**src/hdl/exec_pkg.sv**
```systemverilog
// ********************
// execute stage package: widths, function codes,
// request/response structs and control states
// ********************
`default_nettype none

package exec_pkg;

  localparam int WIDTH   = 32;
  localparam int SHAMT_W = 5;
  localparam int FUNC_W  = 4;

  typedef logic [WIDTH-1:0]   word_t;
  typedef logic [SHAMT_W-1:0] shamt_t;
  typedef logic [FUNC_W-1:0]  func_t;

  // function codes, 10 to 15 pass operand a through
  localparam func_t FUNC_AND  = 4'h0;
  localparam func_t FUNC_OR   = 4'h1;
  localparam func_t FUNC_ADD  = 4'h2;
  localparam func_t FUNC_SUB  = 4'h3;
  localparam func_t FUNC_SHL  = 4'h4;
  localparam func_t FUNC_SRA  = 4'h5;
  localparam func_t FUNC_SRL  = 4'h6;
  localparam func_t FUNC_XOR  = 4'h7;
  localparam func_t FUNC_MUL  = 4'h8;
  localparam func_t FUNC_MULU = 4'h9;

  typedef struct packed {
    logic c;
    logic z;
    logic n;
    logic v;
  } flags_t;

  typedef struct packed {
    func_t func;
    word_t a;
    word_t b;
    logic  use_flags;
  } exec_req_t;

  typedef struct packed {
    word_t  lo;
    word_t  hi;
    flags_t flags;
  } exec_rsp_t;

  typedef enum logic [1:0] {
    IDLE,
    ALU_OP,
    MUL_RUN,
    FINISH
  } ctrl_state_e;

endpackage

`default_nettype wire

```
**src/hdl/alu.sv**
```systemverilog
// ********************
// alu: single-word logic, add/sub and shift
// operations with carry, zero, negative, overflow
// ********************
`default_nettype none

module alu (
  input  exec_pkg::func_t  func,
  input  exec_pkg::word_t  a,
  input  exec_pkg::word_t  b,
  input  logic             c_in,
  input  logic             z_chain,
  output exec_pkg::word_t  lo,
  output exec_pkg::flags_t flags
);

  exec_pkg::shamt_t          shamt;
  logic [exec_pkg::WIDTH:0]  sum;
  logic [exec_pkg::WIDTH:0]  diff;
  logic [exec_pkg::WIDTH:0]  shl_ext;
  logic [exec_pkg::WIDTH:0]  srl_ext;
  logic [exec_pkg::WIDTH:0]  sra_ext;
  logic                      a_msb;
  logic                      b_msb;
  logic                      c_out;
  logic                      v_out;

  // only the low bits of b count as shift amount
  assign shamt = b[exec_pkg::SHAMT_W-1:0];

  assign a_msb = a[exec_pkg::WIDTH-1];
  assign b_msb = b[exec_pkg::WIDTH-1];

  // one extra bit on top catches carry and borrow
  assign sum  = {1'b0, a} + {1'b0, b} + {{exec_pkg::WIDTH{1'b0}}, c_in};
  assign diff = {1'b0, a} - {1'b0, b};

  // the extra bit holds the last bit shifted out, zero for a shift by 0
  assign shl_ext = {1'b0, a} << shamt;
  assign srl_ext = {a, 1'b0} >> shamt;
  assign sra_ext = $signed({a, 1'b0}) >>> shamt;

  always_comb begin
    lo    = a;
    c_out = c_in;
    v_out = 1'b0;
    case (func)
      exec_pkg::FUNC_AND: lo = a & b;
      exec_pkg::FUNC_OR:  lo = a | b;
      exec_pkg::FUNC_XOR: lo = a ^ b;
      exec_pkg::FUNC_ADD: begin
        lo    = sum[exec_pkg::WIDTH-1:0];
        c_out = sum[exec_pkg::WIDTH];
        v_out = (a_msb == b_msb) && (sum[exec_pkg::WIDTH-1] != a_msb);
      end
      exec_pkg::FUNC_SUB: begin
        lo    = diff[exec_pkg::WIDTH-1:0];
        c_out = diff[exec_pkg::WIDTH];
        v_out = (a_msb != b_msb) && (diff[exec_pkg::WIDTH-1] != a_msb);
      end
      exec_pkg::FUNC_SHL: begin
        lo    = shl_ext[exec_pkg::WIDTH-1:0];
        c_out = shl_ext[exec_pkg::WIDTH];
        v_out = shl_ext[exec_pkg::WIDTH-1] ^ shl_ext[exec_pkg::WIDTH];
      end
      exec_pkg::FUNC_SRA: begin
        lo    = sra_ext[exec_pkg::WIDTH:1];
        c_out = sra_ext[0];
        v_out = sra_ext[exec_pkg::WIDTH] ^ sra_ext[0];
      end
      exec_pkg::FUNC_SRL: begin
        lo    = srl_ext[exec_pkg::WIDTH:1];
        c_out = srl_ext[0];
        v_out = srl_ext[exec_pkg::WIDTH] ^ srl_ext[0];
      end
      // pass-through codes, multiply results come from mul_seq
      default: lo = a;
    endcase
  end

  assign flags.c = c_out;
  assign flags.z = (lo == '0) & z_chain;
  assign flags.n = lo[exec_pkg::WIDTH-1];
  assign flags.v = v_out;

endmodule

`default_nettype wire

```
**src/hdl/exec_ctrl.sv**
```systemverilog
// ********************
// exec_ctrl: accepts start, sequences ALU or
// multiplier, issues capture and done
// ********************
`default_nettype none

module exec_ctrl (
  input  logic                clk,
  input  logic                rst_n,
  input  logic                start,
  input  exec_pkg::exec_req_t req,
  input  logic                last_step,
  output exec_pkg::exec_req_t cur_req,
  output logic                busy,
  output logic                mul_start,
  output logic                step,
  output logic                capture_alu,
  output logic                capture_mul,
  output logic                done
);

  exec_pkg::ctrl_state_e state;
  logic                  accept;
  logic                  is_mul;

  assign accept = (state == exec_pkg::IDLE) && start;
  assign is_mul = (req.func == exec_pkg::FUNC_MUL) || (req.func == exec_pkg::FUNC_MULU);

  always_ff @(posedge clk) begin
    if (!rst_n) begin
      state       <= exec_pkg::IDLE;
      mul_start   <= 1'b0;
      capture_mul <= 1'b0;
    end else begin
      mul_start   <= accept && is_mul;
      // capture one edge after the final multiply step
      capture_mul <= last_step;
      case (state)
        exec_pkg::IDLE: begin
          if (start) begin
            if (is_mul) begin
              state <= exec_pkg::MUL_RUN;
            end else begin
              state <= exec_pkg::ALU_OP;
            end
          end
        end
        exec_pkg::ALU_OP: state <= exec_pkg::FINISH;
        exec_pkg::MUL_RUN: begin
          if (capture_mul) begin
            state <= exec_pkg::FINISH;
          end
        end
        exec_pkg::FINISH: state <= exec_pkg::IDLE;
        default: state <= exec_pkg::IDLE;
      endcase
    end
  end

  always_ff @(posedge clk) begin
    if (accept) begin
      cur_req <= req;
    end
  end

  assign busy        = (state != exec_pkg::IDLE);
  // first MUL_RUN cycle loads, the capture cycle does not step
  assign step        = (state == exec_pkg::MUL_RUN) && !mul_start && !capture_mul;
  assign capture_alu = (state == exec_pkg::ALU_OP);
  assign done        = (state == exec_pkg::FINISH);

endmodule

`default_nettype wire

```
**src/hdl/exec_unit.sv**
```systemverilog
// ********************
// exec_unit: integer execute stage top level
// ********************
`default_nettype none

module exec_unit (
  input  logic                clk,
  input  logic                rst_n,
  input  logic                start,
  input  exec_pkg::exec_req_t req,
  output logic                busy,
  output logic                done,
  output exec_pkg::exec_rsp_t rsp
);

  exec_pkg::exec_req_t cur_req;
  exec_pkg::word_t     alu_lo;
  exec_pkg::flags_t    alu_flags;
  exec_pkg::word_t     mul_hi;
  exec_pkg::word_t     mul_lo;
  logic                last_step;
  logic                mul_start;
  logic                step;
  logic                capture_alu;
  logic                capture_mul;
  logic                c_in;
  logic                z_chain;

  exec_ctrl u_ctrl (
    .clk         (clk),
    .rst_n       (rst_n),
    .start       (start),
    .req         (req),
    .last_step   (last_step),
    .cur_req     (cur_req),
    .busy        (busy),
    .mul_start   (mul_start),
    .step        (step),
    .capture_alu (capture_alu),
    .capture_mul (capture_mul),
    .done        (done)
  );

  alu u_alu (
    .func    (cur_req.func),
    .a       (cur_req.a),
    .b       (cur_req.b),
    .c_in    (c_in),
    .z_chain (z_chain),
    .lo      (alu_lo),
    .flags   (alu_flags)
  );

  mul_seq u_mul (
    .clk       (clk),
    .rst_n     (rst_n),
    .mul_start (mul_start),
    .is_signed (cur_req.func == exec_pkg::FUNC_MUL),
    .a         (cur_req.a),
    .b         (cur_req.b),
    .step      (step),
    .hi        (mul_hi),
    .lo        (mul_lo)
  );

  // counter loads together with the multiplier operands
  step_counter u_steps (
    .clk       (clk),
    .rst_n     (rst_n),
    .load      (mul_start),
    .count     (step),
    .last_step (last_step)
  );

  result_stage u_result (
    .clk         (clk),
    .rst_n       (rst_n),
    .capture_alu (capture_alu),
    .capture_mul (capture_mul),
    .use_flags   (cur_req.use_flags),
    .alu_lo      (alu_lo),
    .alu_flags   (alu_flags),
    .mul_hi      (mul_hi),
    .mul_lo      (mul_lo),
    .c_in        (c_in),
    .z_chain     (z_chain),
    .rsp         (rsp)
  );

endmodule

`default_nettype wire

```
**src/hdl/mul_seq.sv**
```systemverilog
// ********************
// mul_seq: shift-add multiplier, one bit per step
// ********************
`default_nettype none

module mul_seq (
  input  logic            clk,
  input  logic            rst_n,
  input  logic            mul_start,
  input  logic            is_signed,
  input  exec_pkg::word_t a,
  input  exec_pkg::word_t b,
  input  logic            step,
  output exec_pkg::word_t hi,
  output exec_pkg::word_t lo
);

  logic [2*exec_pkg::WIDTH-1:0] mcand;
  logic [2*exec_pkg::WIDTH-1:0] acc;
  logic [2*exec_pkg::WIDTH-1:0] product;
  exec_pkg::word_t              mplier;
  exec_pkg::word_t              a_mag;
  exec_pkg::word_t              b_mag;
  logic                         neg;

  // magnitudes for signed multiply, 0x80000000 maps to itself as unsigned
  assign a_mag = (is_signed && a[exec_pkg::WIDTH-1]) ? -a : a;
  assign b_mag = (is_signed && b[exec_pkg::WIDTH-1]) ? -b : b;

  always_ff @(posedge clk) begin
    if (!rst_n) begin
      acc <= '0;
      neg <= 1'b0;
    end else if (mul_start) begin
      acc <= '0;
      neg <= is_signed & (a[exec_pkg::WIDTH-1] ^ b[exec_pkg::WIDTH-1]);
    end else if (step && mplier[0]) begin
      acc <= acc + mcand;
    end
  end

  always_ff @(posedge clk) begin
    if (mul_start) begin
      mcand  <= {{exec_pkg::WIDTH{1'b0}}, a_mag};
      mplier <= b_mag;
    end else if (step) begin
      mcand  <= mcand << 1;
      mplier <= mplier >> 1;
    end
  end

  // sign correction of the unsigned magnitude product
  assign product  = neg ? -acc : acc;
  assign hi = product[2*exec_pkg::WIDTH-1:exec_pkg::WIDTH];
  assign lo = product[exec_pkg::WIDTH-1:0];

endmodule

`default_nettype wire

```
**src/hdl/result_stage.sv**
```systemverilog
// ********************
// result_stage: response and flag register,
// carry-in and zero-chain sources
// ********************
`default_nettype none

module result_stage (
  input  logic                clk,
  input  logic                rst_n,
  input  logic                capture_alu,
  input  logic                capture_mul,
  input  logic                use_flags,
  input  exec_pkg::word_t     alu_lo,
  input  exec_pkg::flags_t    alu_flags,
  input  exec_pkg::word_t     mul_hi,
  input  exec_pkg::word_t     mul_lo,
  output logic                c_in,
  output logic                z_chain,
  output exec_pkg::exec_rsp_t rsp
);

  exec_pkg::flags_t mul_flags;

  // stored flags feed the next operation when chaining
  assign c_in    = use_flags & rsp.flags.c;
  assign z_chain = ~use_flags | rsp.flags.z;

  // multiply sets no carry or overflow, z covers the whole product
  assign mul_flags.c = 1'b0;
  assign mul_flags.z = ({mul_hi, mul_lo} == '0) & z_chain;
  assign mul_flags.n = mul_lo[exec_pkg::WIDTH-1];
  assign mul_flags.v = 1'b0;

  always_ff @(posedge clk) begin
    if (!rst_n) begin
      rsp <= '0;
    end else if (capture_alu) begin
      rsp.lo    <= alu_lo;
      rsp.hi    <= '0;
      rsp.flags <= alu_flags;
    end else if (capture_mul) begin
      rsp.lo    <= mul_lo;
      rsp.hi    <= mul_hi;
      rsp.flags <= mul_flags;
    end
  end

endmodule

`default_nettype wire

```
**src/hdl/step_counter.sv**
```systemverilog
// ********************
// step_counter: times the multiply steps
// ********************
`default_nettype none

module step_counter (
  input  logic clk,
  input  logic rst_n,
  input  logic load,
  input  logic count,
  output logic last_step
);

  typedef logic [$clog2(exec_pkg::WIDTH)-1:0] step_t;

  step_t value;

  always_ff @(posedge clk) begin
    if (!rst_n) begin
      value <= '0;
    end else if (load) begin
      value <= step_t'(exec_pkg::WIDTH - 1);
    end else if (count && (value != '0)) begin
      value <= value - 1'b1;
    end
  end

  assign last_step = count && (value == '0);

endmodule

`default_nettype wire

```
**config.mk**
```make
export PLATFORM = sky130hd
export DESIGN_NAME = exec_unit
export DESIGN_NICKNAME = d
export VERILOG_FILES = /design/src/hdl/exec_pkg.sv /design/src/hdl/alu.sv /design/src/hdl/exec_ctrl.sv /design/src/hdl/exec_unit.sv /design/src/hdl/mul_seq.sv /design/src/hdl/result_stage.sv /design/src/hdl/step_counter.sv
export SDC_FILE = /design/constraint.sdc
export NUM_CORES = 1
export LEC_CHECK = 0
export BUFFER_PORTS_ARGS = -buffer_cell sky130_fd_sc_hd__buf_2
export CAP_MARGIN = 0
export CORE_ASPECT_RATIO = 0.5
export CORE_UTILIZATION = 40
export DETAILED_ROUTE_END_ITERATION = 8
export GPL_TIMING_DRIVEN = 1
export SYNTH_ARGS = -nofsm -noshare
export SYNTH_HDL_FRONTEND = slang
export SYNTH_SLANG_ARGS = --single-unit
```
**constraint.sdc**
```tcl
create_clock -name clk -period 6.1 [get_ports clk]
set_input_delay 0.61 -clock clk [delete_from_list [all_inputs] [get_ports clk]]
set_output_delay 0.61 -clock clk [all_outputs]
set_load 0.02 [all_outputs]
```
==> summary.txt <==
Timing
  • Fin crit share: 88.46%
  • Setup_tns: 0 ns
  • Hold Vio Cnt, Final: 0
  • Fmax: ~190 MHz
  • Crit path time final: 5.396 ns
  • Unrepaired setup endpoints after global routing: no
  • Worst Max-Slew Pin Slew: ~1.3 ns
  • Pins over their slew limit: 0
  • Number of setup violations in the final report: 0
  • Slew HR: a little under a tenth
  • Clk_skew: about 0.033 ns

Placement
  • PortBufs: ~140
  • GPL Wtd Cong: approximately 1.1
  • Final HPWL DP: approximately 88000 um

Synthesis
  • Top_reg_cell synth: dfxtp_1
  • Yosys reg bits: about 310
  • Part of the Yosys area used for sequential elements: between 20 and 30%
  • Yosys cell types: roughly 90
  • Number of synthesized flops with an enable pin: roughly 130
  • Share of the synthesized area in the top cell type: about 14%
  • Synth warn: 0
  • Cell count after synthesis: 3488
  • Post-synthesis cell area: 27750 um2
  • Syn nets: 3750
  • Area contributors post-synth: edfxtp_1 14%, dfxtp_1 12%, ha_1 8.4%
  • Average size of a mapped cell: 7.957 um2
  • Leading area contributor after synthesis: edfxtp_1
  • Async SR Flop Fraction: 0%

Pwr
  • Clock network power share: about 15%
  • P_leak: approximately 12 nW
  • Switching power: approximately 6.6 mW
  • Cell-internal power: ~6.3 mW
  • Combinational fraction of design power: 60.2%
  • P per Cell Area: 422.8 nW/um2
  • Peak VDD IR: between 200 and 300 uV
  • Sequential Power Share: 24.4%
  • Sw Share: just over 50%

GRT
  • GRT Overall Usage: 32.25%
  • Largest net degree at the start of global routing: 97
  • Number of global-route vias before repair: roughly 26000
  • Initial antenna violation count: 5
  • Global-route wire length before repair: 172300 um
  • Grt total ovfl: 0

Clocking
  • Post-cts sizing count: 0
  • Hold buffers post-CTS: 0
  • CTS Buf Count: 31
  • Reg clk slew, reported paths: roughly 0.070 ns
  • Num Clock Sinks: 306
  • Deepest level of the CTS H-tree: 1
  • Clk buf depth: 3
  • Worst-Skew Late Latency: 0.67 ns
  • CTS tree: yes
  • Root buf cell: clkbuf_16
  • Post-CTS setup buffers: 0

Setup path
  • Critical path endpoint category: flip-flop
  • Worst r2r path cells: 14
  • FF-to-FF setup slack: slightly above 0.7 ns
  • CP endpoint: u_result.rsp[2]$_SDFFE_PN0P_
  • CP Max Fanout: 15
  • R2R Path Start: u_ctrl.cur_req[43]$_DFFE_PP_
  • Critical Path RT: 6.70 ns
  • CP Launch Point: u_ctrl.cur_req[43]$_DFFE_PP_
  • R2r endpoint: u_result.rsp[2]$_SDFFE_PN0P_
  • Setup CP Type: flip-flop to flip-flop
  • Worst setup SP type: flip-flop
  • Data arrival, critical path: roughly 6 ns

Finish
  • Finished Core Util: 44.83%
  • Layout filler cell count: just under 7000
  • Layout cell share with drive strength beyond 1: between 10% and 20%
  • Area grow syn2layout: 9.414%
  • Storage cell area: roughly 7500 um2
  • Multi-input gate area: around 19000 um2
  • Layout Nets: between 3000 and 4000

Route
  • DRC violations left: 0
  • Via density: about 6.4
  • First-pass detailed-route iteration total: 6
  • Routed Antenna Nets: 0
  • Drt total wl: between 100000 and 150000 um
  • Wire length per cell: roughly 27 um
  • Via count: roughly 28000
  • DR iter-0 viols: around 3600

Min path
  • HP Class: input pin to flip-flop

Floorplanning
  • Chip width: ~370 um
  • Die Y-Extent: between 150 and 200 um
  • Row cnt: between 60 and 70
  • Io pins: about 140
  • Die ar.: around 70000 um2
  • Starting Density: about 40%
  • Core area: ~68000 um2

Job
  • Max-cap viol count: 0

Status
  • Status: complete, no violations
logic make-up (layout without fill, tap and decap cells):
group           Yosys count  count (layout)  synth area share (%)
compound gates         1101            1101                 25.45
xor+xnor                206             206                 6.501
fa+ha+maj               190             190                 8.674
buf+inv                 391             423                 5.518
flops                   306             306                 26.87
mux                     152             152                 8.020
other cells               0               1                     0
simple gates           1142            1142                 18.97
layer usage:
layer	vias up	part of all wire, %	global-route usage, %
met3	229	12	11.17
met1	13570	45	46.20
met5	-	0.064	0
met2	1450	39	44.81
li1	12810	-	-
met4	12	3.4	9.978
state kept, by name, indices dropped and copies added (netlist names):
name / flops
u_mul.acc: 64
u_ctrl.cur_req: 69
u_ctrl.mul_start: 1
u_ctrl.capture_mul: 1
u_result.rsp: 67
u_mul.mplier: 32
u_ctrl.state: 2
u_steps.value: 5
u_mul.neg: 1
u_mul.mcand: 64
final cells by class:
cell class              count  share of cell area [%]
clock inverters            22                  0.6675
multi-input cells        2791                   61.97
clock buffers              36                   2.649
inverters                 130                   1.607
repair buffers            235                   4.813
diodes                      1                0.008241
flip-flops and latches    306                   24.59
well taps                 897                   3.696
metrics by stage:
| step | hold WS (ns) | std cells | area (um2) | setup slack, ns | total power, mW |
|---|---|---|---|---|---|
| after detailed placement | 0.4696 | 4359 | 29360 | 0.8560 | 10.56 |
| after global routing | 0.09236 | 4417 | 30360 | 0.4739 | 13.47 |
| after floorplan | 0.4488 | 3488 | 27750 | 0.5323 | 7.991 |
| after CTS | 0.08635 | 4417 | 30360 | 0.8308 | 12.59 |
| after global placement | 0.4577 | 4359 | 29360 | 0.8962 | 10.56 |
| final | 0.1127 | 4418 | 30370 | 0.7037 | 12.84 |
how the worst min path moves through the flow:
stage,start,endpoint,slack (ns),depth (start not counted)
detailed placement,u_mul.mcand[37]$_SDFFE_PP0P_,u_mul.mcand[37]$_SDFFE_PP0P_,0.47,2
finish,req[57],u_ctrl.cur_req[57]$_DFFE_PP_,0.11,1
global route,req[28],u_ctrl.cur_req[28]$_DFFE_PP_,0.09,1
global placement,u_mul.mcand[63]$_SDFFE_PP0P_,u_mul.mcand[63]$_SDFFE_PP0P_,0.46,2
CTS,req[57],u_ctrl.cur_req[57]$_DFFE_PP_,0.09,1
floorplan,u_mul.mcand[62]$_SDFFE_PP0P_,u_mul.mcand[63]$_SDFFE_PP0P_,0.45,2
synth_stat cells (15+ instances only):
library cell / instances
a21o_1: 49
clkbuf_1: 210
a21oi_1: 374
or4_1: 20
nor4_1: 20
edfxtp_1: 133
xnor2_1: 134
o41ai_1: 18
o21ai_0: 183
and2_1: 20
mux4_2: 54
buf_1: 23
mux2i_1: 75
nand2b_1: 32
xor2_1: 72
o22ai_1: 17
inv_1: 124
dfxtp_1: 173
o31ai_1: 46
nand2_1: 381
a31oi_1: 39
nor2b_1: 40
or3_1: 22
o21a_1: 43
nor3_1: 75
nand3_1: 69
mux2_2: 23
a211oi_1: 84
nor2_1: 355
o21bai_1: 22
nand4_1: 38
ha_1: 186
and3_1: 15
o211ai_1: 39
buf_2: 21
a221oi_1: 28
worst max-delay path: stages (launching register included):
cell       delay (ns)
edfxtp_1         0.75
inv_1            0.24
ha_1             0.50
nor4_1           0.62
nand2_1          0.16
a211o_1          0.37
o21ai_1          0.32
o21ai_0          0.25
a31oi_1          0.38
o21ai_0          0.13
a211o_1          0.33
a2111oi_0        0.46
nand4_1          0.21
or4_1            0.55
nand2_1          0.07
cells in the final DEF, fill, tap and decap left out, types with 19 or more instances in the layout:
| cell type | n |
|---|---|
| or3_1 | 22 |
| nor2b_1 | 39 |
| a31oi_1 | 39 |
| o211ai_1 | 39 |
| clkbuf_16 | 31 |
| nand2_1 | 381 |
| nand3_1 | 69 |
| a21o_1 | 49 |
| o21ai_0 | 183 |
| xor2_1 | 72 |
| and2_1 | 19 |
| mux4_2 | 54 |
| nor2_1 | 355 |
| buf_4 | 90 |
| mux2i_1 | 75 |
| ha_1 | 185 |
| or4_1 | 20 |
| xnor2_1 | 134 |
| o31ai_1 | 46 |
| o21a_1 | 43 |
| edfxtp_1 | 133 |
| mux2_2 | 23 |
| inv_1 | 124 |
| nor4_1 | 19 |
| o21bai_1 | 22 |
| nand2b_1 | 30 |
| a21oi_1 | 374 |
| a221oi_1 | 28 |
| nand4_1 | 38 |
| buf_2 | 141 |
| dfxtp_1 | 170 |
| a211oi_1 | 84 |
| nor3_1 | 73 |
power by group through the flow:
stage	logic, mW	clock network (mW)	registers (mW)
after floorplan	4.87	0	3.12
after detailed placement	7.40	0	3.16
final	7.73	1.98	3.13
after CTS	7.44	2.03	3.12
after global placement	7.41	0	3.15
after global routing	8.18	2.11	3.18
Power figures use the tool's default switching activity.
